File: config.mk
export PLATFORM = sky130hd
export DESIGN_NAME = interval_timer
export DESIGN_NICKNAME = d
export VERILOG_FILES = /design/src/xt_pkg.sv /design/src/interval_timer.sv
export SDC_FILE = /design/constraint.sdc
export NUM_CORES = 1
export LEC_CHECK = 0
export ABC_AREA = 0
export BUFFER_PORTS_ARGS = -buffer_cell sky130_fd_sc_hd__buf_2
export CAP_MARGIN = 20
export CORE_MARGIN = 5
export CORE_UTILIZATION = 40
export CTS_CLUSTER_SIZE = 25
export DETAILED_ROUTE_END_ITERATION = 12
export PLACE_DENSITY = 0.75
export SYNTH_ARGS = -nofsm -noshare
export SYNTH_HDL_FRONTEND = slang
export SYNTH_SLANG_ARGS = --single-unit
File: constraint.sdc
create_clock -name clock -period 2.5 [get_ports clock]
set_input_delay 0 -clock clock [delete_from_list [all_inputs] [get_ports clock]]
set_output_delay 0 -clock clock [all_outputs]
set_load 0.01 [all_outputs]
File: src/xt_pkg.sv
// ====================
// Shared widths, address map and bus cycle types for the chipset core.
// Files refer to these by scoped names.
// ====================
`default_nettype none

package xt_pkg;

    parameter int ADDR_W = 20;
    parameter int DATA_W = 8;
    parameter int DMA_CH = 4;

    typedef logic [ADDR_W-1:0] addr_t;
    typedef logic [DATA_W-1:0] data_t;

    // Timer divisor register in I/O space
    parameter addr_t TIMER_PORT = 20'h00041;

    // One-hot command, active high
    typedef struct packed {
        logic mem_read;
        logic mem_write;
        logic io_read;
        logic io_write;
    } bus_cmd_t;

    typedef struct packed {
        addr_t    address;
        data_t    wdata;
        bus_cmd_t cmd;
    } bus_cycle_t;

    typedef enum logic [1:0] {
        SRC_EXT,
        SRC_RAM,
        SRC_CHIPSET
    } read_src_t;

endpackage

`default_nettype wire

File: src/interval_timer.sv
// ====================
// Interval timer with a CPU-writable divisor at TIMER_PORT.
// timer_out toggles every divisor clocks, a zero divisor stops it.
// ====================
`timescale 1ns/1ps
`default_nettype none

module interval_timer (
    input  logic               clock,
    input  logic               reset,
    input  xt_pkg::bus_cycle_t active_cycle,
    input  logic               access_strobe,
    output xt_pkg::data_t      timer_rdata,
    output logic               timer_out
);

    xt_pkg::data_t divisor;
    xt_pkg::data_t count;
    logic          divisor_write;

    assign divisor_write = access_strobe & active_cycle.cmd.io_write &
                           (active_cycle.address == xt_pkg::TIMER_PORT);

    always_ff @(posedge clock, posedge reset) begin
        if (reset) begin
            divisor   <= '0;
            count     <= '0;
            timer_out <= 1'b0;
        end else if (divisor_write) begin
            divisor <= active_cycle.wdata;
            count   <= '0;
        end else if (divisor == '0) begin
            count <= '0;
        end else if (count == divisor - 1'b1) begin
            count     <= '0;
            timer_out <= ~timer_out;
        end else begin
            count <= count + 1'b1;
        end
    end

    assign timer_rdata = divisor;

endmodule

`default_nettype wire

; After elaboration in Yosys (flattened, before gate mapping)
; Cells that the tools add are included.
[classes]
reduce_logical = 2
n_bitwise = 5
n_addsub = 2
eq_ne = 2
muxes = 3
[ops]
columns = op, n
row1 = 8-bit 2-to-1 mux, 3
row2 = "20-bit by 7-bit == test with 1-bit output, second input constant", 1
row3 = "8-bit by 1-bit adder with 8-bit output, second input constant", 1
row4 = 8-bit == test, 1
row5 = 8-bit logical NOT, 1
row6 = "8-bit by 1-bit subtractor with 8-bit output, second input constant", 1
row7 = 1-bit NOT, 3
row8 = 3-bit AND reduction, 1
row9 = 1-bit AND, 2
[totals]
out_inout_bits = 9
register_bits = 17
word_cells = 17
inputBits = 35

; Depth between registers and ports, before layout
[logic_depth]
word_depth = 5
depth_mapped = 8
mapped_depth_nobuf = 8

; Worst setup path before layout
; No wires, ideal clock.
[synth_path]
path_type = register to register
from = register divisor[0], in the netlist timer_rdata[0]
to = register timer_out
required_ps = 2375
path_buffers = 0
t_arrival_ps = 1889
synth_period_minus_slack_ps = 2015
path_stages_with_launch = 9
slack_ps = 485
setup_time_ps = 125
cell_sequence = dfrtp_1 inv_1 ha_1 nor2b_1 or3_1 a31oi_2 nand4b_4 nand2b_4 xnor2_2
[synth_between]
elab_chain_len = 3
elab_cells_between_ends = 5
cone_classes = add/sub: 1 / eq/ne: 1 / bitwise: 1 / reduce/logical: 2
[synth_rtl]
columns = element, line_no
row1 = "start, declared", interval_timer.sv:17  ; xt_pkg::data_t divisor;
row2 = "start signal, assigned", interval_timer.sv:30  ; divisor <= active_cycle.wdata;
row3 = 8-bit by 1-bit subtractor with 8-bit output / 8-bit logical NOT (equally long branches), "interval_timer.sv:34, interval_timer.sv:32"
row4 = 8-bit == test / 1-bit NOT (equally long branches), n/a
row5 = 3-bit AND reduction (no line) *, n/a
row6 = "end signal, assigned", interval_timer.sv:36  ; timer_out <= ~timer_out;
row7 = "end, declared", interval_timer.sv:14  ; output logic timer_out
; Mark *: on every way between the ends. The rest lies on a longest branch, timed or not.
; A chain may end at the register's enable or synchronous reset.

; Worst setup path after layout
; Same ends and word-level chain as after synthesis.

==> out/results.ini <==
[sta]
max_freq_mhz=473
tns_ps=0
min_period_ps=2110
rsz0062_at_grt=no
finalHoldViolations=0
whs_ps=161
slew_viol_final=0
setup_viol=0
relSlewSlack_pct=56.8
layout_setup_ws_ps=386
clock_skew_ps=3.20
finalCritPeriodShare_pct=84.6
worst_slew_pin_slew_ps=648

[critical_path]
path_buf_inv=1
cp_num_cells=8
critPathLaunchType=register
reg2regPathDepth=8
cpLargestDelayFamily=simple AND/OR/NAND/NOR gates
cp_slowest_stage_delay_ps=450
crit_chain=inv_1 -> ha_1 -> nor2b_1 -> or3_1 -> a31oi_2 -> nand4b_4 -> nand2b_4 -> xnor2_2
cp.arrival_ps=2310
slowest_stage=dfrtp_1
critical_path_required_ps=2690
worst-setup-path-type=reg -> reg
end_kind=register
cp_max_fo=6

[grt]
overflow=0
grt_first_pass_wirelength_um=3790
met2_usage_pct=23.2
antenna_found_initial=0
grt_start_max_net_pins=18
gr-usage-all-layers_pct=14.0
met3_usage_pct=3.19
grt_pass1_vias=887
use_met1_pct=16.8
busiest_layer=met2

[hold_path]
min_path_type=in -> reg
whs_path_depth=5

[detailed_routing]
num_vias=877
drc=0
first_pass_iters=2
routed_via_density=4.95
wire_per_inst_um=13.4
routed_wirelength_um=2380
antenna_left=0
drt_iter0_markers=5

[die]
rows=18
die_w_um=60.6
initial_utilization_pct=41.7
core-area_um2=2450
die_y_um=60.6
dieArea_um2=3670
ioPinCount=44

[power]
powerDensity_nw_per_um2=594
vdd_drop_max_mv=0.460
p_leak_uw=0.000724

[clocking]
cts_root_buffer=clkbuf_4
cts_buffers=3
post_cts.repair.setup_buffers=0
cts_tree=yes
cts_max_level=1
cts.sinks=17
clock_latency_ps=290
clk_path_buf_depth=2
path_clk_slew_ps=100

[logic_synthesis]
synth_area_um2=1020
synth.distinct_cells=30
netlist.top_cell.by_area=dfrtp_1
synth_top_flop_cell=dfrtp_1
ys_seq_area_share_pct=41.5
yosys_warnings=0
yosysTopAreaCellShare_pct=41.5
synthTopCellsByArea=dfrtp_1 (42%), xor2_1 (8.5%), mux2_1 (6.6%)
synth_nets=132
synth_edf_count=0
syn_inst=94
synth_seq_cells=17
syn_area_per_cell_um2=10.9
ys_async_sr_fraction_pct=100

[placed_design]
dp_hpwl_um=1880
globalplace.congestion=0.814
pre_cts_slack_ps=391
portBuffers=40

[final_layout]
n_antenna_cell=0
nNetsFinal=186
drive_above_1_share_pct=35.4
area_growth_syn_to_layout_pct=34.6

[run_status]
status=finished, final reports clean

[flow_run]
drv_cap=0

[cell usage after synthesis, drive strengths merged (2+ instances only)]
cell / number
and3: 4
nor4: 3
nand3: 5
a31oi: 3
o21ai: 3
nor2b: 2
ha: 3
nand2: 4
inv: 3
xnor2: 7
xor2: 10
nor4b: 3
mux2: 6
nor2: 9
nor3: 2
dfrtp: 17
[through the flow]
stage	utilization, %	instance area, um^2	total power (uW)	instances
floorplan	-	1020	591	94
global placement	51.4	1260	655	164
detailed placement	51.4	1260	666	164
CTS	56.2	1380	829	177
global route	56.2	1380	872	177
finish	56.2	1380	818	177
[metal layers]
layer	wire length (um)	vias to the layer above
li1	-	442
met1	1030	413
met2	1190	17
met3	105	5
met4	48	0
met5	0	-
[placed cells by master (no fill, tap or decap), types with 2 or more instances in the layout]
| cell | count |
|---|---|
| buf_2 | 40 |
| nor4_2 | 2 |
| xor2_1 | 10 |
| mux2_1 | 6 |
| a31oi_1 | 2 |
| dfrtp_1 | 17 |
| xnor2_2 | 2 |
| inv_1 | 3 |
| clkbuf_4 | 3 |
| nor4b_1 | 3 |
| o21ai_0 | 3 |
| dlygate4sd3_1 | 9 |
| ha_1 | 3 |
| and3_1 | 4 |
| nor2b_1 | 2 |
| nand3_1 | 5 |
| nor2_1 | 9 |
| xnor2_1 | 5 |
| nor3_1 | 2 |
| nand2_1 | 3 |
[flip-flops by register name, indices dropped and copies added (netlist names)]
| name | cells |
|---|---|
| count | 8 |
| timer_out | 1 |
| timer_rdata | 8 |
[cell type report]
class,instances,area (um^2)
fillers,216,1080
multi-input cells,73,581
flip-flops and latches,17,425
repair buffers,50,298
well taps,30,37.5
clock buffers,4,26.3
inverters,3,11.3
[where the power goes]
group          internal, uW  total, uW  switching, uW
Sequential              325        395           69.4
Combinational           157        275            117
Clock                  62.2        149           86.9
[what timing repair did]
item | CTS | global route
endpoints found under the hold margin | 25 | 0
resized for setup | 0 | 0
hold buffers | 9 | 0
[worst reg2reg max path, stage by stage (launching register included)]
cell and delay (ps):
dfrtp_1 450, inv_1 110, ha_1 260, nor2b_1 140, or3_1 370, a31oi_2 240
nand4b_4 140, nand2b_4 170, xnor2_2 130
[kinds of logic (layout without fill, tap and decap cells)]
logic type	after synthesis	count (layout)	share of synthesized area [%]
AO/OA/AOI/OAI	8	8	5.25
XOR/XNOR	17	17	16.0
adder cells (fa/ha/maj)	3	3	3.66
buffers and inverters	4	57	1.83
flip-flops	17	17	41.5
multiplexers	6	6	6.59
AND/OR/NAND/NOR	39	39	25.2
[path summary, 6_finish.rpt]
kind	start	end	slack [ps]
max in group asynchronous	reset	count[3]	1760
min	active_cycle[26]	timer_rdata[1]	160
min reg2reg	timer_out	timer_out	510
max	timer_rdata[0]	timer_out	390
max reg2reg	timer_rdata[0]	timer_out	390
min in group asynchronous	reset	timer_out	320
Note: power is estimated with default switching activity, not from simulation.
