[config.mk]
export PLATFORM = sky130hd
export DESIGN_NAME = bus_decode
export DESIGN_NICKNAME = d
export VERILOG_FILES = /design/src/xt_pkg.sv /design/src/bus_decode.sv
export SDC_FILE = /design/constraint.sdc
export NUM_CORES = 1
export LEC_CHECK = 0
export BUFFER_PORTS_ARGS = -buffer_cell sky130_fd_sc_hd__buf_4
export CAP_MARGIN = 20
export CORE_AREA = 2 2 56 71
export CTS_BUF_LIST = sky130_fd_sc_hd__clkbuf_8
export CTS_CLUSTER_SIZE = 10
export DETAILED_ROUTE_END_ITERATION = 10
export DIE_AREA = 0 0 58 73
export PLACE_DENSITY_LB_ADDON = 0.08
export SLEW_MARGIN = 40
export SYNTH_ARGS = -nofsm -noshare
export SYNTH_HDL_FRONTEND = slang
export SYNTH_SLANG_ARGS = --single-unit
[constraint.sdc]
create_clock -name clock -period 2.23 [get_ports clock]
set_clock_uncertainty 0.1 [all_clocks]
set_input_delay 0.446 -clock clock [delete_from_list [all_inputs] [get_ports clock]]
set_output_delay 0.446 -clock clock [all_outputs]
set_load 0.005 [all_outputs]
[src/xt_pkg.sv]
// ====================
// Shared widths, address map and bus cycle types for the chipset core.
// Files refer to these by scoped names.
// ====================
`default_nettype none

package xt_pkg;

    parameter int ADDR_W = 20;
    parameter int DATA_W = 8;
    parameter int DMA_CH = 4;

    typedef logic [ADDR_W-1:0] addr_t;
    typedef logic [DATA_W-1:0] data_t;

    // Timer divisor register in I/O space
    parameter addr_t TIMER_PORT = 20'h00041;

    // One-hot command, active high
    typedef struct packed {
        logic mem_read;
        logic mem_write;
        logic io_read;
        logic io_write;
    } bus_cmd_t;

    typedef struct packed {
        addr_t    address;
        data_t    wdata;
        bus_cmd_t cmd;
    } bus_cycle_t;

    typedef enum logic [1:0] {
        SRC_EXT,
        SRC_RAM,
        SRC_CHIPSET
    } read_src_t;

endpackage

`default_nettype wire

[src/bus_decode.sv]
// ====================
// CPU cycle latch and address decode.
// Picks read data from chipset register, local RAM or the external bus.
// ====================
`timescale 1ns/1ps
`default_nettype none

module bus_decode #(
    parameter int RAM_BYTES = 1024
) (
    input  logic               clock,
    input  logic               reset,
    input  logic               cpu_start,
    input  xt_pkg::bus_cycle_t cpu_cycle,
    input  logic               cycle_done,
    input  xt_pkg::data_t      ram_rdata,
    input  xt_pkg::data_t      timer_rdata,
    input  xt_pkg::data_t      data_bus_ext,
    output xt_pkg::bus_cycle_t active_cycle,
    output logic               access_strobe,
    output logic               cpu_busy,
    output xt_pkg::data_t      read_data,
    output xt_pkg::data_t      data_bus
);

    logic              busy_q;
    xt_pkg::read_src_t read_src;

    always_ff @(posedge clock) begin
        if (cpu_start)
            active_cycle <= cpu_cycle;
    end

    always_ff @(posedge clock, posedge reset) begin
        if (reset) begin
            access_strobe <= 1'b0;
            busy_q        <= 1'b0;
        end else begin
            access_strobe <= cpu_start;
            if (cpu_start)
                busy_q <= 1'b1;
            else if (cycle_done)
                busy_q <= 1'b0;
        end
    end

    // Covers the start cycle too, so DMA cannot slip in
    assign cpu_busy = cpu_start | busy_q;

    always_comb begin
        if (active_cycle.cmd.io_read && (active_cycle.address == xt_pkg::TIMER_PORT))
            read_src = xt_pkg::SRC_CHIPSET;
        else if (active_cycle.cmd.mem_read && (active_cycle.address < xt_pkg::ADDR_W'(RAM_BYTES)))
            read_src = xt_pkg::SRC_RAM;
        else
            read_src = xt_pkg::SRC_EXT;
    end

    always_comb begin
        case (read_src)
            xt_pkg::SRC_CHIPSET: read_data = timer_rdata;
            xt_pkg::SRC_RAM:     read_data = ram_rdata;
            default:             read_data = data_bus_ext;
        endcase
    end

    assign data_bus = active_cycle.wdata;

endmodule

`default_nettype wire

# After elaboration in Yosys (flattened, before gate mapping)
# Index checks and enable logic that the tools add are counted.
# word_totals
out_inout_bits,50
inputBits,60
word_cells,21
ff_bits,34
# classes
order_cmp,1
bitwise_logic,1
n_mux,5
n_reduce_logical,3
eq_ne,3
# op_table
cell,count
$eq A20 B7 Y1 const B,1
$lt A20 B11 Y1 const B,1
$pmux W8 S2,1
$mux W1,3
$eq A2 B1 Y1 const B,1
$eq A2 B2 Y1 const B,1
$logic_and A1 B1 Y1,2
$mux W2,1
$reduce_bool A2 Y1,1
$or A1 B1 Y1,1

# Longest topological paths before layout
# Gate-level depths: netlist (run 1).
# logic_depth
depth_word,6
mapped_depth,4

# Worst setup path before layout (run 1)
# OpenSTA, ideal clock, no wires.
# synth_path
path_type,register -> output
startpoint,register active_cycle[31] (netlist name)
endpoint,output read_data[0]
required_ps,1684
arrival_ps,1571
path_buffers,0
path_stages_with_launch,5
setup_slack_ps,113
cell_sequence,edfxtp_1 -> nor4_2 -> nand4_2 -> mux2_2 -> mux2_2
# synth_via
elab_chain_cells,6
word_cells_on_any_way,9
# synth_rtl
element,line,source
start: declaration,bus_decode.sv:19,"output xt_pkg::bus_cycle_t active_cycle,"
start signal: assignment,bus_decode.sv:31,active_cycle <= cpu_cycle;
$lt A20 B11 Y1,bus_decode.sv:53,else if (active_cycle.cmd.mem_read && (active_cycle.address < xt_pkg::ADDR_W'(RAM_BYTES)))
$logic_and A1 B1 Y1,bus_decode.sv:53,
$mux W1,bus_decode.sv:53,
$mux W2 (*),bus_decode.sv:51,if (active_cycle.cmd.io_read && (active_cycle.address == xt_pkg::TIMER_PORT))
$eq A2 B1 Y1 / $eq A2 B2 Y1 (equally long branches),bus_decode.sv:60,case (read_src)
$pmux W8 S2 (*),bus_decode.sv:60,
end: declaration,bus_decode.sv:22,"output xt_pkg::data_t read_data,"
# Mark *: on every way between the ends. The rest lies on a longest branch, timed or not.

# Worst setup path in the final report (run 1)
# layout_path
startpoint,register active_cycle[25] (netlist name)
endpoint,output read_data[2]
# Same word-level chain as after synthesis.

==> metrics.txt, run 1 <==
Reg2Reg Setup Slack=between 1000 and 1500 ps; Leakage=1.06 nW; Arr. time, crit path=between 2000 and 2500 ps; vias in the first global route=~1100; Setup WS pre-CTS=-186 ps; H-tree depth=2; antenna cell count=0; drt pass-1 iters=2; Die W=about 58 um; worst hold path depth=1; Worst-path clk slew=~70 ps; Iter 0 DRT Violations=26; routed vias/inst=4.53; vias=between 1000 and 1500; synthesized area=between 1000 and 1500 um2; max-slew violation count=0; achievable frequency=~390 MHz; TNS Setup=-2560 ps; HPWL Detailed=2420 um; Cell Area, Placed=roughly 2200 um2; Worst-Skew Late Latency=270 ps; syn_nets=between 100 and 150; Crit Path Max Fanout=8; main area contributors after synthesis=edfxtp_1, mux2_2, buf_4; design area=between 2000 and 2500 um2; Yosys top cell by area=edfxtp_1; TritonCTS clock tree=built; clock tree buffer depth=2; Synth top area share=0.706; Crit. End Element=primary output; area grow syn2layout=72.5%; final wirelength=roughly 3200 um; Worst Reg2Reg Path Length in Cells=1; status=finished, violations left; CORE AREA=3630 um2; routed len/inst=14.1 um; flops & latches, synth=34; CP Launch Type=register; Final period util=1.15; Max Cap Viol=0; min Tclk post-route=approximately 2600 ps; # setup viols final=8; I/O pin count=between 100 and 150; Hold Startpoint=cpu_cycle[4]; Avg Inst Size Synth=around 19 um2; Initial Util=0.375; Synth Warn #=0; RR Endpoint=busy_q$_DFFE_PP0P_; Worst Path Required=between 1500 and 2000 ps; RSZ-0062 raised after global routing=true; Crit Path Category=reg -> out; Worst R2R Start=busy_q$_DFFE_PP0P_; NumNets Final=roughly 250; Slew @ Worst Pin=430 ps; hold crit path type=in -> reg; Yosys cell types=16; Worst Slack Setup Final=-330 ps; clock sink total=34; final hold violation count=0; DRC errors left=0; Die Y=around 73 um; layout cells sized above 1=0.763; post-route ant nets=0; antenna violations before repair=0; die area=approximately 4200 um2; sequential share of the synthesized area=0.743; Cell Pwr Density=621 nW/um2; Rows=25; largest net degree at the start of global routing=36; Root Buffer Master=clkbuf_8; gpl congestion=about 0.64; port bufs=between 100 and 150; Synth Instances=just over 70; failing checks=setup timing; Overflow after GRT=0; Hold EP=data_bus[0]$_DFFE_PP_; gr usage total=0.148; Rel. slew slack=0.713; global-route wire length before repair=~4600 um; Num CTS Buffers=5; worst ir drop on vdd=between 400 and 500 uV
[worst max-delay path by stage]
| stage | slack (ps) | start | to | depth (start not counted) |
|---|---|---|---|---|
| after floorplan | 110 | active_cycle[31]$_DFFE_PP_ | read_data[0] | 4 |
| after global placement | -130 | active_cycle[27]$_DFFE_PP_ | read_data[3] | 5 |
| after detailed placement | -190 | active_cycle[27]$_DFFE_PP_ | read_data[4] | 5 |
| after CTS | -340 | active_cycle[25]$_DFFE_PP_ | read_data[4] | 6 |
| final | -330 | active_cycle[25]$_DFFE_PP_ | read_data[2] | 6 |
| after global routing | -450 | active_cycle[31]$_DFFE_PP_ | read_data[1] | 6 |
[layer usage]
metal / vias up / global-route usage / routed length (um)
met2: 68 / 0.284 / 1780
met1: 458 / 0.140 / 974
li1: 493 / - / -
met5: - / 0 / 0
met3: 5 / 0.0550 / 381
met4: 0 / 0.0543 / 42
[logic make-up (layout without fill, tap and decap cells)]
family,after synthesis,in the layout,share of synthesized area
flip-flops,34,34,0.743
AO/OA/AOI/OAI,1,1,0.00552
AND/OR/NAND/NOR,11,11,0.0699
buffers and inverters,10,124,0.0496
multiplexers,16,16,0.132
[worst max-delay path: stages, from the launching register on]
cell	delay [ps]
edfxtp_1	430
nor4_4	340
nand4_2	140
buf_6	170
mux2_2	260
mux2_4	270
buf_4	130
[cell usage after synthesis]
| cell | number |
|---|---|
| a21o_1 | 1 |
| nor2_1 | 1 |
| nand3b_1 | 1 |
| or2_2 | 1 |
| buf_4 | 8 |
| nor4_2 | 2 |
| mux2_2 | 16 |
| nor4_1 | 1 |
| nand2_1 | 1 |
| nand4_2 | 1 |
| dfrtp_1 | 2 |
| nor4b_1 | 1 |
| nor3_4 | 1 |
| inv_1 | 2 |
| nand3_1 | 1 |
| edfxtp_1 | 32 |
[power breakdown]
group | internal, mW | switching [mW]
registers | 0.756 | 0.0305
logic | 0.162 | 0.0675
clock network | 0.244 | 0.199
[metrics by stage]
step                      std cells   util  total power, mW  hold WS [ps]
after floorplan                  72      -            0.839          87.2
after global placement          216  0.608             1.01           204
after detailed placement        216  0.608             1.02           209
after CTS                       226  0.647             1.48           231
after global routing            226  0.647             1.52           225
final                           226  0.647             1.46           242
[placed cells by master, fill, tap and decap left out, drive strengths merged]
| cell | count |
|---|---|
| buf | 113 |
| nor4b | 1 |
| clkbuf | 6 |
| a21o | 1 |
| clkinv | 1 |
| inv | 3 |
| dfrtp | 2 |
| nor2 | 1 |
| nand3 | 1 |
| nand2 | 1 |
| nor4 | 3 |
| nand4 | 1 |
| dlygate4sd3 | 1 |
| edfxtp | 32 |
| nand3b | 1 |
| nor3 | 1 |
| mux2 | 16 |
| or2 | 1 |
[registers in the layout, summed over array words and instances, names as in the netlist]
name,cells
access_strobe,1
busy_q,1
active_cycle,24
data_bus,8
[final cells by class]
type	instances	area (um2)
clock inverter	2	8.76
clock buffer	6	82.6
timing repair buffer	114	875
fill	287	1280
multi-input combinational	28	314
sequential	34	1010
inverter	2	7.51
tap	40	50.0
[what timing repair did]
item,4_1_cts,5_1_grt
pin swaps,2,0
setup endpoints to repair,8,8
buffers inserted,1,0
hold buffers,1,0
gates resized for setup,6,0
endpoints found under the hold margin,2,0
Power figures use the tool's default switching activity.
==> inputs of run 2 (changes only) <==
ABC_CLOCK_PERIOD_IN_PS = 2230   (was not set)
SKIP_CTS_REPAIR_TIMING = 1   (was not set)
==> run 2 against run 1 <==
  * The run still ends with setup timing left
  * Highest routed layer unchanged
  * Sequential cell count unchanged
  * Combinational power is essentially flat
  * Core utilization increased by 0.069 points
==> metrics.txt, run 2 (same netlist as run 1, synthesis figures left out) <==
Setup WS pre-CTS=-186 ps (unchanged); Worst Path Required=1680 ps (about the same); Iter 0 DRT Violations=27 (+3.8%); post-route ant nets=0 (unchanged); antenna cell count=0 (unchanged); routed len/inst=13.9 um (-1.0%); Rel. slew slack=0.714 (about the same); most common cell after layout, fill and taps aside=buf_4; drt pass-1 iters=2 (unchanged); register area=1010 um2 (unchanged); port bufs=109 (unchanged); Crit Path Category=reg -> out; CORE AREA=3630 um2 (unchanged); clock sink total=34 (unchanged); routed vias/inst=4.50 (-0.68%); worst ir drop on vdd=462 uV (about the same); vias in the first global route=1037 (-3.8%); Worst-Skew Late Latency=270 ps (about the same); fill count=291 (+1.4%); Die Y=73 um (unchanged); failing checks=setup timing; fin cells=226 (unchanged); Initial Util=0.375 (unchanged); gr usage total=0.140 (-0.00784); Worst-path clk slew=70 ps (about the same); Hold Slack=242 ps (+0.358 ps); Die W=58 um (unchanged); H-tree depth=2 (unchanged); max-slew violation count=0 (unchanged); RR Endpoint=busy_q$_DFFE_PP0P_; area grow syn2layout=72.7%; Layout Utilization=0.648 (+0.000690); RSZ-0062 raised after global routing=true; design area=2350 um2 (+0.11%); TritonCTS clock tree=built; Cell Area, Placed=2200 um2 (unchanged); Worst Reg2Reg Path Length in Cells=1 (unchanged); Final period util=1.16 (+0.0127); crit path from=active_cycle[27]$_DFFE_PP_; die area=4230 um2 (unchanged); largest net degree at the start of global routing=36 (unchanged); Crit. End Element=primary output; DRC errors left=0 (unchanged); Largest Register=active_cycle; NumNets Final=245 (unchanged); Reg2Reg Setup Slack=1450 ps (about the same); # placed instances=216 (unchanged); gpl congestion=0.642 (unchanged); TNS Setup=-2830 ps (-278 ps); CP endpoint=read_data[4]; Rows=25 (unchanged); CP Launch Type=register; Worst Slack Setup Final=-358 ps (-28.3 ps); Slew @ Worst Pin=430 ps (-0.126 ps); I/O pin count=110 (unchanged); Worst R2R Start=busy_q$_DFFE_PP0P_; achievable frequency=386 MHz (-1.1%); area occupied by multi-input gates=320 um2 (+2.0%); Arr. time, crit path=2040 ps (+30 ps); layout cells sized above 1=0.769 (+0.00538); final wirelength=3150 um (-1.0%); hold crit path type=in -> reg; min Tclk post-route=2590 ps (+28.3 ps); Cell Pwr Density=622 nW/um2 (+0.10%); Total Power=1.46 mW (+0.21%); final hold violation count=0 (unchanged); most frequent cells in the layout=buf_4, edfxtp_1, mux2_2; Root Buffer Master=clkbuf_8; # setup viols final=8 (unchanged); global-route wire length before repair=4420 um (-4.9%); Overflow after GRT=0 (unchanged); Crit Path Max Fanout=8 (unchanged); Leakage=1.05 nW (-0.75%); antenna violations before repair=0 (unchanged); clock tree buffer depth=2 (unchanged); HPWL Detailed=2420 um (unchanged); number of flip-flops in the largest register=24 (unchanged); Num CTS Buffers=5 (unchanged); vias=1017 (-0.68%); status=finished, violations left; Max Cap Viol=0 (unchanged)
-- run 2: cell counts in the layout (fill, tap and decap cells not counted) --
No cell type changed its count.
-- run 2: power breakdown --
group          switching, mW  internal [mW]  leakage [nW]
clock network          0.199          0.244        0.0524
registers             0.0309          0.756         0.336
logic                 0.0692          0.162         0.664
total                  0.300           1.16          1.05
-- run 2: routing by layer --
metal	track usage	part of all wire
met2	0.263	0.55
met5	0	0
met4	0.0543	0.013
met3	0.0550	0.12
met1	0.135	0.31
-- run 2: how the worst min path moves through the flow --
stage                        from                    endpoint  slack (ps)  cells after the start
finish               cpu_cycle[4]       data_bus[0]$_DFFE_PP_         240                      1
global route        cpu_cycle[14]  active_cycle[14]$_DFFE_PP_         230                      1
CTS                         reset     access_strobe$_DFF_PP0_         -90                      2
detailed placement          reset     access_strobe$_DFF_PP0_         210                      2
global placement            reset     access_strobe$_DFF_PP0_         200                      2
floorplan                   reset     access_strobe$_DFF_PP0_          90                      1
-- run 2: layout make-up --
type / instances / area share
Tap cell: 40 / 0.0213
Sequential cell: 34 / 0.430
Clock buffer: 6 / 0.0351
Clock inverter: 2 / 0.00373
Timing Repair Buffer: 114 / 0.370
Multi-Input combinational cell: 28 / 0.136
Inverter: 2 / 0.00319
-- run 2: worst max-delay path, cell delays in order, from the launching register on --
cell,delay [ps]
edfxtp_1,420
nor4_4,400
nand4_4,230
mux2_2,320
mux2_2,260
buf_4,130
