==> src/ready_gen.sv <==
// ====================
// Wait-state counter for CPU bus cycles.
// Drives processor_ready and the one-cycle cycle_done strobe.
// ====================
`timescale 1ns/1ps
`default_nettype none

module ready_gen #(
    parameter int WAIT_STATES = 1
) (
    input  logic clock,
    input  logic reset,
    input  logic cpu_start,
    input  logic io_channel_ready,
    input  logic address_enable,
    output logic processor_ready,
    output logic cycle_done
);

    localparam int CNT_W = $clog2(WAIT_STATES + 2);

    logic             in_cycle;
    logic [CNT_W-1:0] wait_count;

    always_ff @(posedge clock, posedge reset) begin
        if (reset) begin
            in_cycle   <= 1'b0;
            wait_count <= '0;
        end else if (cpu_start) begin
            in_cycle   <= 1'b1;
            wait_count <= CNT_W'(WAIT_STATES + 1);
        end else if (cycle_done) begin
            in_cycle <= 1'b0;
        end else if (wait_count != '0) begin
            wait_count <= wait_count - 1'b1;
        end
    end

    // Count expired, then hold for the I/O channel
    assign cycle_done      = in_cycle & (wait_count == '0) & io_channel_ready;
    assign processor_ready = ~(in_cycle | address_enable);

endmodule

`default_nettype wire

==> config.mk <==
export PLATFORM = sky130hd
export DESIGN_NAME = ready_gen
export DESIGN_NICKNAME = d
export VERILOG_FILES = /design/src/ready_gen.sv
export SDC_FILE = /design/constraint.sdc
export NUM_CORES = 1
export LEC_CHECK = 0
export BUFFER_PORTS_ARGS = -buffer_cell sky130_fd_sc_hd__buf_2
export CORE_AREA = 2 2 39 41
export DETAILED_ROUTE_END_ITERATION = 8
export DIE_AREA = 0 0 41 43
export GPL_ROUTABILITY_DRIVEN = 0
export RECOVER_POWER = 25
export SETUP_SLACK_MARGIN = 0.5
export SYNTH_ARGS = -nofsm -noshare
export SYNTH_HDL_FRONTEND = slang
export SYNTH_SLANG_ARGS = --single-unit
==> constraint.sdc <==
create_clock -name clock -period 2.1 [get_ports clock]
set_input_delay 0.105 -clock clock [delete_from_list [all_inputs] [get_ports clock]]
set_output_delay 0.105 -clock clock [all_outputs]
set_load 0.02 [all_outputs]
== Yosys cells after proc, flatten, opt, wreduce, memory -nomap -nowiden ==
Index checks and enable logic that the tools add are counted.
Word-level totals
  register bits after elaboration: 3
  bits of input ports: 5
  output and inout bits: 2
  word-level logic and storage cells: 18
Cells by class
  $add $sub $neg: 1
  equal/unequal tests: 1
  muxes and demuxes: 5
  bitwise gates (word level): 4
  reductions and logical operators: 5
Operator list (number)
  two-way mux 2 bit: 3
  nonzero test 2 bit: 3
  AND 1 bit: 2
  zero test 2 bit: 1
  two-way mux 1 bit: 2
  inequality test 2 bit (second input constant): 1
  AND reduction 2 bit: 1
  subtractor 2 x 1 -> 2 bit (second input constant): 1
  inverter 1 bit: 1
  bitwise OR 1 bit: 1

== Logic depth before layout (Yosys ltp) ==
Gate-level depths: netlist (run 1).
  word-level depth: 5
  mapped depth: 4
  depth with buffers taken out: 4

== Least setup slack after synthesis (run 1) ==
Ideal clock, no wire load.
  path kind: register -> register
  from: register wait_count[0]
  to: register wait_count[1]
  arrival time: 0.909 ns
  data required time: 1.982 ns
  slack: 1.073 ns
  cell stages (with the launch flop): 5
  path buffers: 0
  period minus slack after synthesis: 1.027 ns
  cells stage by stage: dfrtp_1 > inv_1 > ha_1 > nand2b_1 > a21o_1
On the way
  cells in the longest elaborated chain, start to end: 5
RTL lines
  start: declaration: RTL line 23  | logic [CNT_W-1:0] wait_count;
  start signal: assignment: RTL line 31  | wait_count <= CNT_W'(WAIT_STATES + 1);
  start signal: assignment: RTL line 35  | wait_count <= wait_count - 1'b1;
  zero test 2 bit: RTL line 40  | assign cycle_done = in_cycle & (wait_count == '0) & io_channel_ready;
  AND 1 bit (2 in a row): RTL line 40
  inequality test 2 bit (no line)
  AND reduction 2 bit (no line)
Parallel ways exist; a longest one is shown, timed or not. The select of a mux whose other input is x is not followed.
A chain may end at the register's enable or synchronous reset.

== Worst setup path after layout (run 1) ==
  from: register wait_count[0]
  to: output cycle_done
On the way
  cells in the longest elaborated chain, start to end: 3
RTL lines
  zero test 2 bit: RTL line 40
  AND 1 bit (2 in a row): RTL line 40
  end: declaration: RTL line 17  | output logic cycle_done
No other way between the ends.

==> run summary, run 1 <==
status - complete, no violations
P_leak - 0.131 nW
sequential fraction of the synthesis area - 49.2%
Req. time, crit path - 2.00 ns
Initial DRC Count - 0
slowest CP cell - dfrtp_1
Sink Count - 3
core area - 1380 um^2
clock period minus worst slack - 1.31 ns
Max FO, Critical Path - 5
Initial Utilization - 11.0%
Fmax achieved - 0.765 GHz
Synth Instances - 16
CTS tree - yes
buffers added on ports - 6
RSZ-0062 raised after global routing - no
Post-Syn Area per Cell - 9.54 um^2
Setup Skew - 0.00114 ns
Top delay family on crit path - flip-flops
WP buf/inv - 2
post-DR vias/cell - 3.05
area leader, netlist - dfrtp_1
worst path cell trace - inv_1, ha_1, and3_1, buf_2
drc violations - 0
Tightest Hold Check Type - input pin to register
Tcrit/Tclk final - 62.3%
Final ANT Viol Nets - 0
number of global-route vias before repair - 125
Synth-to-Final Area Change - 56.6%
global-route wire length before repair - 379 um
CTS Hold Buffers Added - 1
Worst slew margin - 89.1%
crit start category - register
top cell type's share of synthesized area - 49.2%
post-synthesis net count - 22
routed length per instance - 5.35 um
max-slew violations - 0
Post-Syn Area - 153 um^2
Die Y - 43 um
GRT Total Usage - 3.63%
row count - 14
vias after detailed routing - 131
initial antenna violation count - 0
post-synth cell types - 9
post-cts gate resize count - 0
Die X - 41 um
CP max stage delay - 0.38 ns
WS Path Type - register to output port
total gr overflow - 0
post-CTS setup repair buffer count - 0
pin count of the biggest net entering global routing - 6
number of synthesized register bits - 3
Post-Route WL - 230 um
Pwr per Cell Area - 1170 nW/um^2
Final Total Pwr - 0.280 mW
diode count - 0
worst-case vdd ir drop - 0.217 mV
1st-pass router iterations - 1
top cells by area, synth - dfrtp_1 (49%), a21o_1 (9.8%), ha_1 (8.2%), nand2b_1 (8.2%), inv_1 (7.4%)
# IOs - 7
Yosys Warn Count - 0
final setup fails - 0
Worst EP arrival - 1.20 ns
Num CTS Buffers - 3
H-tree depth reported by CTS - 1
Worst-path clk slew - 0.03 ns
share of layout cells above drive strength 1 - 33.3%
final hold viol count - 0
Crit. End Element - output port
Root Buffer - clkbuf_4
post-route setup TNS - 0 ns
Clk Latency, worst-skew pair - 0.23 ns
clock buffer depth - 2
Max Cap Viol - 0
worst slew pin tran - 0.163 ns
DIE AREA - 1760 um^2
fin nets - 34
[cell usage in the layout, fill, tap and decap left out, drive strengths merged]
cell and instances:
buf 6, nand2 1, xor2 1, a21o 2, and3 1, dlygate4sd3 1
nor2 2, dfrtp 3, ha 1, inv 3, nand2b 2, clkbuf 4
[layout make-up]
cell class / instances / area (um^2)
Clock buffer: 4 / 26.3
Fill cell: 156 / 1140
Inverter: 3 / 11.3
Multi-Input combinational cell: 10 / 66.3
Sequential cell: 3 / 75.1
Tap cell: 16 / 20.0
Timing Repair Buffer: 7 / 40.0
[metal layers]
metal	part of all wire (%)	global-route usage, %	vias to the layer above
met2	57	5.00	1
met5	0	0	-
met4	0	6.00	0
li1	-	-	70
met1	40	2.60	60
met3	3.0	1.57	0
[path summary, 6_finish.rpt]
| check | cells past startpoint | startpoint | slack (ns) | endpoint |
|---|---|---|---|---|
| max reg2reg | 4 | wait_count[0] | 1.02 | wait_count[1] |
| min in group asynchronous | 3 | reset | 0.28 | wait_count[1] |
| min reg2reg | 1 | in_cycle | 0.49 | in_cycle |
| min | 2 | cpu_start | 0.07 | wait_count[0] |
| max | 4 | wait_count[0] | 0.79 | cycle_done |
| max in group asynchronous | 3 | reset | 1.69 | in_cycle |
[kinds of logic (layout without fill, tap and decap cells)]
group | after synthesis | after routing | synth area share (%)
compound gates | 2 | 2 | 9.83
xor+xnor | 1 | 1 | 5.74
fa+ha+maj | 1 | 1 | 8.20
buf+inv | 3 | 14 | 7.38
flops | 3 | 3 | 49.2
simple gates | 6 | 6 | 19.7
[synth_stat cells, drive strengths merged]
| cell | instances |
|---|---|
| xor2 | 1 |
| nand2b | 2 |
| and3 | 1 |
| nor2 | 2 |
| nand2 | 1 |
| ha | 1 |
| inv | 3 |
| a21o | 2 |
| dfrtp | 3 |
[report_power, final]
part | leakage [nW] | internal [mW] | switching, mW
sequential | 0.0322 | 0.0785 | 0.0105
combinational | 0.0834 | 0.0474 | 0.0464
clock | 0.0150 | 0.0710 | 0.0261
[through the flow]
| stage | cells | util (%) | instance area (um^2) | worst slack (ns) | hold slack, ns |
|---|---|---|---|---|---|
| after floorplan | 16 | - | 153 | 1.07 | -0.141 |
| after global placement | 38 | 14.6 | 203 | 1.03 | -0.0316 |
| after detailed placement | 38 | 14.6 | 203 | 1.01 | -0.0272 |
| after CTS | 43 | 17.3 | 239 | 0.766 | 0.0572 |
| after global routing | 43 | 17.3 | 239 | 0.722 | 0.0748 |
| final | 43 | 17.3 | 239 | 0.792 | 0.0663 |
[flip-flops by register name, summed over array words and instances (netlist names)]
| signal | cells |
|---|---|
| in_cycle | 1 |
| wait_count | 2 |
No activity file was read; power rests on OpenSTA's default activity.
==> run 2, diff against run 1 <==
Settings changed: ABC_AREA set to 1.
Clock period 2.1 ns to 1.2 ns, I/O delays scaled along.
==> run 2 against run 1 <==
- synthesized cell count grew 31%
- non-clock buffer count is 4 higher
- final area rose by 35%
- register-to-register slack got worse by 0.93 ns
- routed wire length increased by 46%
- critical path depth rose by 1
- sequential cell count did not move
- clock-buffer cell count unchanged
- cell count rose by 21%
- clock skew barely moved
- largest power group is now combinational cells
==> run summary, run 2 <==
status - complete, no violations
Worst R2R End - in_cycle
Num CTS Buffers - 3 (unchanged)
number of global-route vias before repair - 159 (+27%)
Yosys Warn Count - 0 (unchanged)
Max Cap Viol - 0 (unchanged)
Die Y - 43 um (unchanged)
Pint - 0.424 mW (+120%)
number of synthesized register bits - 3 (unchanged)
Worst R2R Setup Slack - 0.09 ns (-0.93 ns)
hold path depth - 3 (+1)
Worst EP arrival - 1.06 ns (-0.14 ns)
post-synthesis net count - 27 (+23%)
Synth-to-Final Area Change - 100%
largest registers - wait_count x2, in_cycle x1
Biggest register - wait_count
clock period minus worst slack - 1.12 ns
most frequent cells in the layout - inv_2 (4), buf_2 (4), buf_4 (4)
initial antenna violation count - 0 (unchanged)
Fill cells - 156 (unchanged)
number of synthesized flops with an enable pin - 0 (unchanged)
top-count cell post-synth - inv_1
Tightest Hold Check Type - input pin to register
largest family of logic cells by synthesized area - simple AND/OR/NAND/NOR gates
worst slew pin tran - 0.156 ns (-0.00729 ns)
final hold viol count - 0 (unchanged)
R2R cell count - 7 (+3)
worst-case vdd ir drop - 0.485 mV (+120%)
post-synthesis compound-gate area fraction - 0% (-9.8 points)
fin nets - 43 (+26%)
post-synth cell types - 7 (-2)
Post-Syn Area - 161 um^2 (+5.7%)
top cells by area, synth - dfrtp_1 (47%), inv_1 (16%), nand2_1 (12%), nand3_1 (9.3%), ha_1 (7.8%)
top post-synthesis cells by count - inv_1 (7), nand2_1 (5), dfrtp_1 (3), nand3_1 (3)
Initial Utilization - 11.7% (+0.63 points)
pin count of the biggest net entering global routing - 5 (-1)
row count - 14 (unchanged)
P_leak - 0.170 nW (+30%)
Crit. End Element - output port
Synth Instances - 21 (+5)
total gr overflow - 0 (unchanged)
CTS tree - yes
clock network power share - 26.4% (-8.3 points)
Comb power frac - 48.7% (+15 points)
diode count - 0 (unchanged)
core area - 1380 um^2 (unchanged)
Most used DFF post-synth - dfrtp_1
drc violations - 0 (unchanged)
H-tree depth reported by CTS - 1 (unchanged)
Initial DRC Count - 2 (+2)
Die X - 41 um (unchanged)
# IOs - 7 (unchanged)
Worst slew margin - 89.6% (+0.49 points)
max-slew violations - 0 (unchanged)
post-DR vias/cell - 3.35 (+9.8%)
Post-Syn Area per Cell - 7.69 um^2 (-19%)
Sink Count - 3 (unchanged)
Final ANT Viol Nets - 0 (unchanged)
Root Buffer - clkbuf_4
buffers added on ports - 6 (unchanged)
DIE AREA - 1760 um^2 (unchanged)
max FFs per register - 2 (unchanged)
vias after detailed routing - 174 (+33%)
area leader, netlist - dfrtp_1
Hold WS - 0.0898 ns (+0.0235 ns)
Worst-path clk slew - 0.03 ns (about the same)
Fmax achieved - 0.896 GHz
WS Path Type - register to output port
Simple-Gate Fraction of Synth Area - 29.5% (+9.8 points)
routed length per instance - 6.44 um (+20%)
1st-pass router iterations - 4 (+3)
hold endpoint - in_cycle
share of layout cells above drive strength 1 - 63.9% (+31 points)
Req. time, crit path - 1.14 ns (-0.86 ns)
Max FO, Critical Path - 2 (-3)
global-route wire length before repair - 572 um (+51%)
clock buffer depth - 2 (unchanged)
XOR/XNOR share of the synthesized area - 0% (-5.7 points)
crit start category - register
Clk Latency, worst-skew pair - 0.23 ns (about the same)
Setup Skew - 0.00127 ns (+0.000121 ns)
Pwr per Cell Area - 2020 nW/um^2 (+73%)
worst r2r src - wait_count[0]
dpl hpwl - 236 um
sequential fraction of the synthesis area - 46.5% (-2.7 points)
Min-Delay Startpoint - cpu_start
final setup fails - 0 (unchanged)
Post-Route WL - 335 um (+46%)
Sequential Power Share - 24.9% (-6.9 points)
switching power - 0.229 mW (+180%)
switch share - 35.1% (+5.4 points)
Tcrit/Tclk final - 93.0%
ys async rst share - 100% (unchanged)
post-route setup TNS - 0 ns (unchanged)
adder-cell share of the synthesized area - 7.75% (-0.44 points)
top cell type's share of synthesized area - 46.5% (-2.7 points)
mux contribution to synthesized area - 0% (unchanged)
RSZ-0062 raised after global routing - yes
GRT Total Usage - 5.93% (+2.3 points)
-- run 2: cell types whose count changed after synthesis --
cell	before	now
inv_1	3	7
nand2_1	1	5
nand3_1	0	3
a21o_1	2	0
nand2b_1	2	0
and3_1	1	0
nand3_2	0	1
nor2_1	2	1
xor2_1	1	0
-- run 2: worst max-delay path by stage --
stage,cells past startpoint,from,endpoint
2_1_floorplan,5,wait_count[0],wait_count[1]
4_1_cts,5,wait_count[0],cycle_done
5_1_grt,5,wait_count[0],cycle_done
6_report,5,wait_count[0],cycle_done
3_3_place_gp,5,wait_count[0],cycle_done
3_5_place_dp,5,wait_count[1],cycle_done
-- run 2: logic make-up (layout without fill, tap and decap cells) --
family,count (synthesis),after routing
DFF,3,3
buffers and inverters,7,22
and+or+nand+nor,10,10
adders and majority gates,1,1
-- run 2: critical path: stages (launching register included) --
cell and delay (ns):
dfrtp_1 0.37, inv_2 0.08, ha_4 0.15, nand3_4 0.07
inv_2 0.06, buf_6 0.10
-- run 2: timing repair --
action,4_1_cts,5_1_grt
pin swaps,2,1
resized for setup,3,6
endpoints found under the hold margin,3,0
setup endpoints to repair,5,5
hold buffers,1,0
setup buffers,2,2
-- run 2: final cells by class --
| class | instances | area, um^2 | area share, % |
|---|---|---|---|
| clock buffers | 4 | 26.3 | 8.14 |
| inverters | 7 | 26.3 | 8.14 |
| multi-input cells | 11 | 92.6 | 28.7 |
| flip-flops and latches | 3 | 75.1 | 23.3 |
| well taps | 16 | 20.0 | 6.20 |
| repair buffers | 11 | 82.6 | 25.6 |
-- run 2: power by group through the flow --
stage	clock network [mW]	registers [mW]	logic, mW
floorplan	0	0.158	0.170
global placement	0	0.161	0.206
detailed placement	0	0.161	0.213
CTS	0.184	0.160	0.251
global route	0.199	0.166	0.360
finish	0.172	0.163	0.318
-- run 2: through the flow --
step           instances  instance area [um^2]  total power, mW  utilization [%]  worst slack (ns)
4_1_cts               50                   284            0.595             20.5            0.0643
2_1_floorplan         21                   174            0.328                -             0.333
5_1_grt               52                   323            0.725             23.3            0.0159
3_5_place_dp          43                   224            0.374             16.2             0.268
6_report              52                   323            0.654             23.3            0.0842
3_3_place_gp          43                   224            0.367             16.2             0.272
-- run 2: per-layer routing --
| metal | vias to the layer above | part of all wire (%) | track usage [%] |
|---|---|---|---|
| met2 | 6 | 51 | 6.56 |
| li1 | 91 | - | - |
| met5 | - | 0 | 0 |
| met1 | 77 | 39 | 4.52 |
| met3 | 0 | 10 | 6.28 |
| met4 | 0 | 0 | 8.00 |
