$ cat config.mk
export PLATFORM = sky130hd
export DESIGN_NAME = dma_arbiter
export DESIGN_NICKNAME = d
export VERILOG_FILES = /design/src/xt_pkg.sv /design/src/dma_arbiter.sv
export SDC_FILE = /design/constraint.sdc
export NUM_CORES = 1
export LEC_CHECK = 0
export ABC_AREA = 0
export BUFFER_PORTS_ARGS = -buffer_cell sky130_fd_sc_hd__buf_2
export CAP_MARGIN = 40
export CORE_AREA = 2 2 39 41
export DETAILED_ROUTE_END_ITERATION = 12
export DIE_AREA = 0 0 41 43
export GPL_TIMING_DRIVEN = 1
export HOLD_SLACK_MARGIN = 0.08
export PLACE_DENSITY = 0.5
export SLEW_MARGIN = 0
export SYNTH_ARGS = -nofsm -noshare
export SYNTH_HDL_FRONTEND = slang
export SYNTH_SLANG_ARGS = --single-unit
$ cat constraint.sdc
create_clock -name clock -period 3.9 [get_ports clock]
set_input_delay 0.585 -clock clock [delete_from_list [all_inputs] [get_ports clock]]
set_output_delay 0.585 -clock clock [all_outputs]
set_load 0.005 [all_outputs]
$ cat src/xt_pkg.sv
// ====================
// Shared widths, address map and bus cycle types for the chipset core.
// Files refer to these by scoped names.
// ====================
`default_nettype none

package xt_pkg;

    parameter int ADDR_W = 20;
    parameter int DATA_W = 8;
    parameter int DMA_CH = 4;

    typedef logic [ADDR_W-1:0] addr_t;
    typedef logic [DATA_W-1:0] data_t;

    // Timer divisor register in I/O space
    parameter addr_t TIMER_PORT = 20'h00041;

    // One-hot command, active high
    typedef struct packed {
        logic mem_read;
        logic mem_write;
        logic io_read;
        logic io_write;
    } bus_cmd_t;

    typedef struct packed {
        addr_t    address;
        data_t    wdata;
        bus_cmd_t cmd;
    } bus_cycle_t;

    typedef enum logic [1:0] {
        SRC_EXT,
        SRC_RAM,
        SRC_CHIPSET
    } read_src_t;

endpackage

`default_nettype wire

$ cat src/dma_arbiter.sv
// ====================
// Fixed-priority DMA arbiter, channel 0 highest.
// A grant lasts DMA_CYCLES clocks and only starts while the CPU is idle.
// ====================
`timescale 1ns/1ps
`default_nettype none

module dma_arbiter #(
    parameter int DMA_CYCLES = 4
) (
    input  logic                      clock,
    input  logic                      reset,
    input  logic [xt_pkg::DMA_CH-1:0] dma_request,
    input  logic                      cpu_busy,
    output logic [xt_pkg::DMA_CH-1:0] dma_acknowledge_n,
    output logic                      address_enable
);

    localparam int CNT_W = $clog2(DMA_CYCLES + 1);

    logic [xt_pkg::DMA_CH-1:0] grant;
    logic [xt_pkg::DMA_CH-1:0] next_grant;
    logic [CNT_W-1:0]          grant_count;

    // Lowest-numbered request wins
    always_comb begin
        next_grant = '0;
        for (int ch = xt_pkg::DMA_CH - 1; ch >= 0; ch--) begin
            if (dma_request[ch])
                next_grant = xt_pkg::DMA_CH'(1) << ch;
        end
    end

    always_ff @(posedge clock, posedge reset) begin
        if (reset) begin
            grant       <= '0;
            grant_count <= '0;
        end else if (grant == '0) begin
            if (~cpu_busy && (dma_request != '0)) begin
                grant       <= next_grant;
                grant_count <= CNT_W'(DMA_CYCLES - 1);
            end
        end else if (grant_count == '0) begin
            // Back to idle, leaves one free cycle before the next grant
            grant <= '0;
        end else begin
            grant_count <= grant_count - 1'b1;
        end
    end

    assign dma_acknowledge_n = ~grant;
    assign address_enable    = |grant;

endmodule

`default_nettype wire

Word-level counts from Yosys, hierarchy flattened:

Cells that the tools add are included.

* $add $sub $neg: 1
* multiply operators: 0
* div/mod/pow operators: 0
* magnitude comparators: 0
* eq/ne operators: 2
* shift-type cells: 0
* multiplexer cells: 10
* bitwise logic cells: 2
* reductions and logical operators: 8

Operator list (count)
* $mux 4: 7
* $mux 3: 3
* $logic_not 4->1: 1
* $not 4->4: 1
* $reduce_and 2->1: 2
* $reduce_bool 4->1: 1
* $reduce_or 4->1: 1
* $logic_not 3->1: 1
* $sub 3x1->3 const B: 1
* $ne 2x1->1 const B: 1
* $ne 2x2->1 const B: 1
* $reduce_bool 2->1: 1
* $logic_and 1x1->1: 1
* $not 1->1: 1

* register bits: 7
* latch bits: 0
* bits in writable memories: 0
* memory bits (read-only): 0
* bits of input ports: 7
* output and inout bits: 5
* word-level logic and storage cells: 25
* memories: 0

Logic depth before layout (Yosys ltp):

Gate-level depths: netlist of the first run.

* depth after elaboration: 6
* gate-level depth with buffers: 6
* depth with buffers taken out: 5

Worst setup path after synthesis of the first run:

No wires, ideal clock.

* kind: reg2out
* start: reg grant[0] in the netlist's numbering
* end: out address_enable
* arrival time: 0.903 ns
* data required time: 3.315 ns
* setup slack: 2.412 ns
* stages on the path, launching flop included: 3
* path buffers: 0
* cells stage by stage: dfrtp_1 nor4_4 inv_4

* cells in the longest elaborated chain, start to end: 1

Ends and longest elaborated chain
* start: declaration: RTL line dma_arbiter.sv:21 `logic [xt_pkg::DMA_CH-1:0] grant;`
* start signal: assignment: RTL line dma_arbiter.sv:40 `grant <= next_grant;`
* $reduce_or 4->1: RTL line dma_arbiter.sv:52 `assign address_enable = |grant;`
* end: declaration: RTL line dma_arbiter.sv:16 `output logic address_enable`

Every way passes these cells.

Worst setup path in the final report of the first run:

Same ends and word-level chain as after synthesis.

==> out/qor.yml, run 1 <==
setup_path:
  r2r-end: "grant_count[0]"
  critPathRequiredTime_ns: 3.31
  criticalPathCategory: "register to output port"
  r2r-start: "grant_count[0]"
  regToRegSetupSlack_ns: 2.39
  r2r_cells: 5
  cp-end-kind: "output port"
  cp.arrival_ns: 1.40
  worstPathMaxFanout: 7
  critPathLaunchType: "register"
floorplanning:
  die_x_um: 41
  dieArea_mm2: 0.00176
  num_io_pins: 12
  core.rowCount: 14
  die_y_um: 43
  core_mm2: 0.00138
  initial_core_util: 0.302
global_route:
  grt_pass1_vias: 326
  grt_usage: 0.120
  gr-total-overflow: 0
  grt_max_degree: 9
  grt_pass1_wl_mm: 1.44
  grt_antenna_before_repair: 0
drt:
  wire_per_inst_um: 11.8
  first_pass_iters: 3
  vias: 352
  drt_iter0_markers: 10
  drcViolationCount: 0
  ant_nets: 0
  drt-total-wl_um: 838
  viasPerCell: 4.96
min_path:
  hold_path_class: "input pin to asynchronous set/reset pin"
cells_and_area:
  drive_gt1_frac: 0.345
  final_common_cell: "buf_2"
  num_antenna_cells: 0
  final_cell_mix: "buf_2, inv_1, dfrtp_1, nor2_1, clkbuf_4"
  num-nets-final: 65
  synthToLayoutAreaGrowth_pct: 23.4
  fillerInstances: 154
synth:
  syn_area_um2: 418
  yosysSeqAreaShare: 0.419
  synth_seq_cells: 7
  synth_warnings: 0
  syn_nets: 50
  synth.top_cell.area_share: 0.419
  synth_area_leader_cell: "dfrtp_1"
  synth_cell_types: 21
  syn_area_per_cell_um2: 10.2
  synth.area.top_cells: "dfrtp_1, nor4_4, inv_1"
  postSynthCellCount: 41
clock_network:
  tritoncts_num_sinks: 7
  cts.path.max_buffers: 2
  clock_latency_ns: 0.26
  cts_root_buffer: "clkbuf_4"
  cts_tree: "done"
  cts_max_level: 1
  clk_pin_slew_ns: 0.06
  hold_buffers: 0
  cts_setup_buffers: 0
  cts-resized-gates: 0
  cts_buffers: 3
power_and_ir_drop:
  p_leak_uw: 0.000243
  vdd_ir_drop_max_uv: 331
  p_per_area_mw_per_mm2: 763
sta:
  holdWs_ns: 0.252
  period_minus_slack_ns: 1.99
  finalSetupViolations: 0
  skew_ns: 0.00190
  setup_tns_ns: 0
  clock.fmax_ghz: 0.503
  maxSlewHeadroom: 0.702
  fin_crit_sh: 0.510
  worst_pin_slew_ns: 0.443
  rsz0062_at_grt: "no"
  slew_viol_final: 0
  final_hold_viol_count: 0
outcome:
  outcome: "completed"
flow_run:
  cap_violations: 0
placement:
  port-buffer-count: 11
  finalWeightedCongestion: 0.741
worst max-delay path by stage:
| stage | from | to | slack (ns) | cells after the start |
|---|---|---|---|---|
| finish | grant[0] | address_enable | 1.91 | 3 |
| global route | grant[0] | address_enable | 1.83 | 3 |
| CTS | grant[0] | address_enable | 1.90 | 3 |
| detailed placement | grant[0] | address_enable | 2.19 | 3 |
| global placement | dma_request[1] | grant_count[0] | 2.21 | 4 |
| floorplan | grant[0] | address_enable | 2.41 | 2 |
cell usage after synthesis:
cell      number
a22o_1         1
a22o_2         1
a32o_1         2
clkbuf_1       1
dfrtp_1        7
ha_1           2
inv_1          8
inv_4          1
nand2_1        1
nand2b_1       1
nand3_1        2
nor2_1         3
nor2b_1        1
nor3b_1        1
nor4_1         1
nor4_4         2
o211ai_1       1
o21ai_0        2
o311a_1        1
o311a_2        1
or3_1          1
stage by stage:
step           setup WS [ns]  area (um2)  power (uW)  std cells  utilization
2_1_floorplan           2.41         418         271         41            -
3_3_place_gp            2.21         489         329         67        0.354
3_5_place_dp            2.19         489         326         67        0.354
4_1_cts                 1.90         515         396         71        0.373
5_1_grt                 1.83         515         428         71        0.373
6_report                1.91         515         393         71        0.373
power breakdown:
group	switching [uW]	leakage (uW)	internal, uW
Combinational	95.4	0.000141	92.3
Clock	30.2	0.0000150	39.3
Sequential	31.5	0.0000869	105
state kept, by name, summed over array words and instances (netlist names):
signal	cells
grant_count	3
grant	4
logic make-up (layout without fill, tap and decap cells):
logic type,count (synthesis),count (layout),synth area share
AO/OA/AOI/OAI,9,9,0.186
AND/OR/NAND/NOR,13,13,0.240
flip-flops,7,7,0.419
adder cells (fa/ha/maj),2,2,0.0599
buffers and inverters,10,24,0.0958
layout make-up:
type,instances,area (um2),area share
multi-input cells,24,203,0.393
repair buffers,11,55.1,0.107
inverters,9,36.3,0.0704
flip-flops and latches,7,175,0.340
well taps,16,20.0,0.0388
clock buffers,4,26.3,0.0510
worst max-delay path: stages, from the launching register on:
cell and delay, ns:
dfrtp_1 0.41, nor4_4 0.48, inv_4 0.11, buf_2 0.15
routing by layer:
metal  GRT usage  share of wire
met1       0.170           0.49
met2       0.163           0.44
met3      0.0314          0.050
met4      0.0600          0.019
met5           0              0
No activity file was read; power rests on OpenSTA's default activity.
==> inputs of run 2 (changes only) <==
PLACE_DENSITY = 0.52   (was 0.5)
clock period = 1.8 ns   (was 3.9 ns; I/O delays follow)
==> out/qor.yml, run 2 (synthesized netlist as in run 1, its figures left out) <==
setup_path:
  crit_slowest_cell: "nor4_4"
  critical_path.max_stage_delay_ns: 0.47  # about the same
  cp-end-kind: "output port"
  crit_buf_inv: 2  # unchanged
  worstPathMaxFanout: 7  # unchanged
  crit_chain: "nor4_4, inv_4, buf_2"
  critPathRequiredTime_ns: 1.53  # -1.78 ns
  cp.arrival_ns: 1.37  # -0.03 ns
  critPathLaunchType: "register"
  criticalPathCategory: "register to output port"
  path_delay_family: "simple AND/OR/NAND/NOR gates"
floorplanning:
  num_io_pins: 12  # unchanged
  core.rowCount: 14  # unchanged
  die_y_um: 43  # unchanged
  core_mm2: 0.00138  # unchanged
  initial_core_util: 0.302  # unchanged
  die_x_um: 41  # unchanged
  dieArea_mm2: 0.00176  # unchanged
clock_network:
  cts_root_buffer: "clkbuf_4"
  clock_latency_ns: 0.25  # about the same
  cts-resized-gates: 0  # unchanged
  hold_buffers: 1  # +1
  cts_max_level: 1  # unchanged
  cts.path.max_buffers: 2  # unchanged
  clk_pin_slew_ns: 0.05  # about the same
  tritoncts_num_sinks: 7  # unchanged
  cts_buffers: 3  # unchanged
  cts_tree: "done"
  cts_setup_buffers: 0  # unchanged
placement:
  dpl.hpwl_um: 627
  placed_area_um2: 489  # unchanged
  finalWeightedCongestion: 0.677  # -8.6%
  port-buffer-count: 11  # unchanged
cells_and_area:
  final_common_cell: "buf_2"
  num_antenna_cells: 0  # unchanged
  final_core_util: 0.380  # +0.00723
  largest_reg_flops: 4  # unchanged
  largest_register: "grant"
  final_cell_area_um2: 526  # +1.9%
  fillerInstances: 146  # -5.2%
  num-nets-final: 66  # +1.5%
  register_area_um2: 175  # unchanged
  multi_input_area_um2: 203  # unchanged
  final_cell_mix: "buf_2, inv_1, dfrtp_1, nor2_1, clkbuf_4"
  drive_gt1_frac: 0.339  # -0.00617
  synthToLayoutAreaGrowth_pct: 25.7
  top_regs: "grant: 4 flops, grant_count: 3 flops"
sta:
  setup_tns_ns: 0  # unchanged
  fin_crit_sh: 0.913
  clock.fmax_ghz: 0.608
  slew_viol_final: 0  # unchanged
  worst_pin_slew_ns: 0.424  # -0.0190 ns
  period_minus_slack_ns: 1.64
  maxSlewHeadroom: 0.715  # +0.0128
  finalSetupViolations: 0  # unchanged
  final_hold_viol_count: 0  # unchanged
  rsz0062_at_grt: "no"
  holdWs_ns: 0.271  # +0.0191 ns
  skew_ns: 0.00674  # +0.00484 ns
power_and_ir_drop:
  p_leak_uw: 0.000247  # +1.7%
  power.total_uw: 835  # +110%
  p_per_area_mw_per_mm2: 1590  # +110%
  vdd_ir_drop_max_uv: 469  # +42%
drt:
  ant_nets: 0  # unchanged
  drt_iter0_markers: 3  # -7
  wire_per_inst_um: 11.3  # -4.3%
  vias: 348  # -1.1%
  drt-total-wl_um: 813  # -3.0%
  viasPerCell: 4.83  # -2.5%
  drcViolationCount: 0  # unchanged
  first_pass_iters: 2  # -1
global_route:
  grt_usage: 0.126  # +0.00593
  grt_max_degree: 9  # unchanged
  grt_pass1_vias: 345  # +5.8%
  gr-total-overflow: 0  # unchanged
  grt_antenna_before_repair: 0  # unchanged
  grt_pass1_wl_mm: 1.39  # -2.9%
min_path:
  hold_path_class: "input pin to register"
outcome:
  outcome: "completed"
flow_run:
  cap_violations: 0  # unchanged
## run 2: area by class of cell
| class | count | area share |
|---|---|---|
| Tap cell | 16 | 0.0381 |
| Clock buffer | 4 | 0.0500 |
| Multi-Input combinational cell | 24 | 0.386 |
| Timing Repair Buffer | 12 | 0.124 |
| Sequential cell | 7 | 0.333 |
| Inverter | 9 | 0.0690 |
## run 2: per-layer routing
layer	track usage	vias to the layer above	wire length, um
met2	0.188	8	422
met5	0	-	0
li1	-	177	-
met1	0.124	161	321
met4	0.0600	0	16
met3	0.0942	2	52
## run 2: power breakdown
group / switching (uW) / internal (uW) / total, uW / leakage, uW
registers: 66.4 / 227 / 294 / 0.0000869
clock network: 55.9 / 84.4 / 140 / 0.0000150
logic: 201 / 200 / 401 / 0.000145
total: 323 / 512 / 835 / 0.000247
## run 2: through the flow
stage / cells / worst slack (ns)
2_1_floorplan: 41 / 0.404
3_3_place_gp: 67 / 0.336
3_5_place_dp: 67 / 0.332
4_1_cts: 72 / 0.136
5_1_grt: 72 / 0.0499
6_report: 72 / 0.157
## run 2: worst paths after layout
check	start	endpoint	slack, ns	depth (start not counted)
hold reg to reg	grant_count[1]	grant_count[1]	0.55	1
min in group asynchronous	reset	grant[3]	0.48	3
hold / removal	dma_request[2]	grant[2]	0.27	2
setup / recovery	grant[0]	address_enable	0.16	3
max in group asynchronous	reset	grant[0]	1.09	3
setup reg to reg	grant_count[0]	grant_count[0]	0.33	5
==> inputs of run 3 (changes only) <==
SETUP_SLACK_MARGIN = 0.2   (was unset)
==> out/qor.yml, run 3 (synthesized netlist as in run 1, its figures left out) <==
cells_and_area:
  num-nets-final: 70  # +6.1%
  synthToLayoutAreaGrowth_pct: 33.5
  top_regs: "grant: 4 flops, grant_count: 3 flops"
  largest_register: "grant"
  final_cell_mix: "buf_2, inv_1, dfrtp_1, buf_4"
  largest_reg_flops: 4  # unchanged
  fillerInstances: 144  # -1.4%
  final_common_cell: "buf_2"
  num_antenna_cells: 0  # unchanged
  final_cell_area_um2: 558  # +6.2%
  fin_cells: 76  # +5.6%
  drive_gt1_frac: 0.400  # +0.0607
drt:
  wire_per_inst_um: 11.4  # +1.0%
  vias: 369  # +6.0%
  drcViolationCount: 0  # unchanged
  ant_nets: 0  # unchanged
  first_pass_iters: 4  # +2
  drt-total-wl_um: 867  # +6.6%
  viasPerCell: 4.86  # +0.45%
  drt_iter0_markers: 12  # +9
sta:
  post-route-worst-setup-slack_ns: 0.292  # +0.135 ns
  finalSetupViolations: 0  # unchanged
  final_hold_viol_count: 0  # unchanged
  rsz0062_at_grt: "no"
  slew_viol_final: 0  # unchanged
  worst_pin_slew_ns: 0.332  # -0.0925 ns
  period_minus_slack_ns: 1.51  # -0.135 ns
  fin_crit_sh: 0.838  # -0.0751
  skew_ns: 0.00699  # +0.000244 ns
  maxSlewHeadroom: 0.777  # +0.0618
  setup_tns_ns: 0  # unchanged
  clock.fmax_ghz: 0.663  # +9.0%
global_route:
  grt_usage: 0.130  # +0.00404
  grt_antenna_before_repair: 0  # unchanged
  grt_pass1_vias: 353  # +2.3%
  gr-total-overflow: 0  # unchanged
  grt_pass1_wl_mm: 1.44  # +3.5%
  grt_max_degree: 9  # unchanged
setup_path:
  path_delay_family: "flip-flops"
  critical_path.max_stage_delay_ns: 0.41  # -0.06 ns
  cp-end-kind: "output port"
  critPathRequiredTime_ns: 1.53  # about the same
  crit_slowest_cell: "dfrtp_1"
  worstPathMaxFanout: 7  # unchanged
  criticalPathCategory: "register to output port"
  regToRegSetupSlack_ns: 0.37  # +0.04 ns
  crit_chain: "nor4_4, inv_4, buf_2"
  crit_buf_inv: 2  # unchanged
  cp.arrival_ns: 1.24  # -0.13 ns
  critPathLaunchType: "register"
floorplanning:
  dieArea_mm2: 0.00176  # unchanged
  die_x_um: 41  # unchanged
  core_mm2: 0.00138  # unchanged
  die_y_um: 43  # unchanged
  num_io_pins: 12  # unchanged
  core.rowCount: 14  # unchanged
  initial_core_util: 0.302  # unchanged
clock_network:
  cts_root_buffer: "clkbuf_4"
  cts_tree: "done"
  cts_max_level: 1  # unchanged
  clk_pin_slew_ns: 0.05  # about the same
  cts_buffers: 3  # unchanged
  clock_latency_ns: 0.25  # about the same
  cts.path.max_buffers: 2  # unchanged
  tritoncts_num_sinks: 7  # unchanged
min_path:
  hold_path_class: "input pin to register"
placement:
  finalWeightedCongestion: 0.677  # unchanged
  dpl.hpwl_um: 627  # unchanged
  port-buffer-count: 11  # unchanged
  placed_area_um2: 489  # unchanged
  placed_cells: 67  # unchanged
  place_ws_ns: 0.332  # unchanged
outcome:
  outcome: "completed"
power_and_ir_drop:
  power.total_uw: 937  # +12%
  p_per_area_mw_per_mm2: 1680  # +5.6%
  vdd_ir_drop_max_uv: 508  # +8.3%
  p_leak_uw: 0.000266  # +7.7%
flow_run:
  cap_violations: 0  # unchanged
run 3: worst paths after layout:
kind	cells after the start	endpoint	start
max	3	address_enable	grant[0]
min	2	grant[2]	dma_request[2]
max reg2reg	4	grant_count[0]	grant[0]
min reg2reg	1	grant_count[1]	grant_count[1]
max in group asynchronous	3	grant[0]	reset
min in group asynchronous	3	grant[2]	reset
run 3: metal layers:
layer  track usage  up-vias  part of all wire
met3        0.0942        2             0.074
met5             0        -                 0
met1         0.134      170              0.39
met2         0.191       14              0.51
li1              -      183                 -
met4        0.0600        0             0.018
run 3: repair_timing:
action	CTS	global route
resized for setup	0	1
hold buffers	1	0
setup buffers	1	3
gates cloned	0	0
endpoints found under the setup margin	1	2
pin swaps	1	1
endpoints found under the hold margin	7	0
run 3: per-stage QoR:
stage / hold slack, ns / util
after floorplan: 0.0734 / -
after global placement: 0.215 / 0.354
after detailed placement: 0.213 / 0.354
after CTS: 0.265 / 0.385
after global routing: 0.265 / 0.403
final: 0.272 / 0.403
run 3: worst register-to-register path, stage by stage (launching register included):
cell	delay, ns
dfrtp_1	0.41
nor4_4	0.36
inv_4	0.09
buf_4	0.14
o311a_1	0.32
run 3: report_power, final:
part	total [uW]	switching, uW	leakage (uW)	internal, uW
combinational	502	225	0.000164	277
sequential	294	67.0	0.0000869	227
clock	141	56.2	0.0000150	84.5
total	937	348	0.000266	589
run 3: area by class of cell:
type                    instances  area (um2)  share of cell area
clock buffers                   4        26.3              0.0471
inverters                       9        36.3              0.0650
multi-input cells              24         205               0.368
flip-flops and latches          7         175               0.314
well taps                      16        20.0              0.0359
repair buffers                 16        95.1               0.170
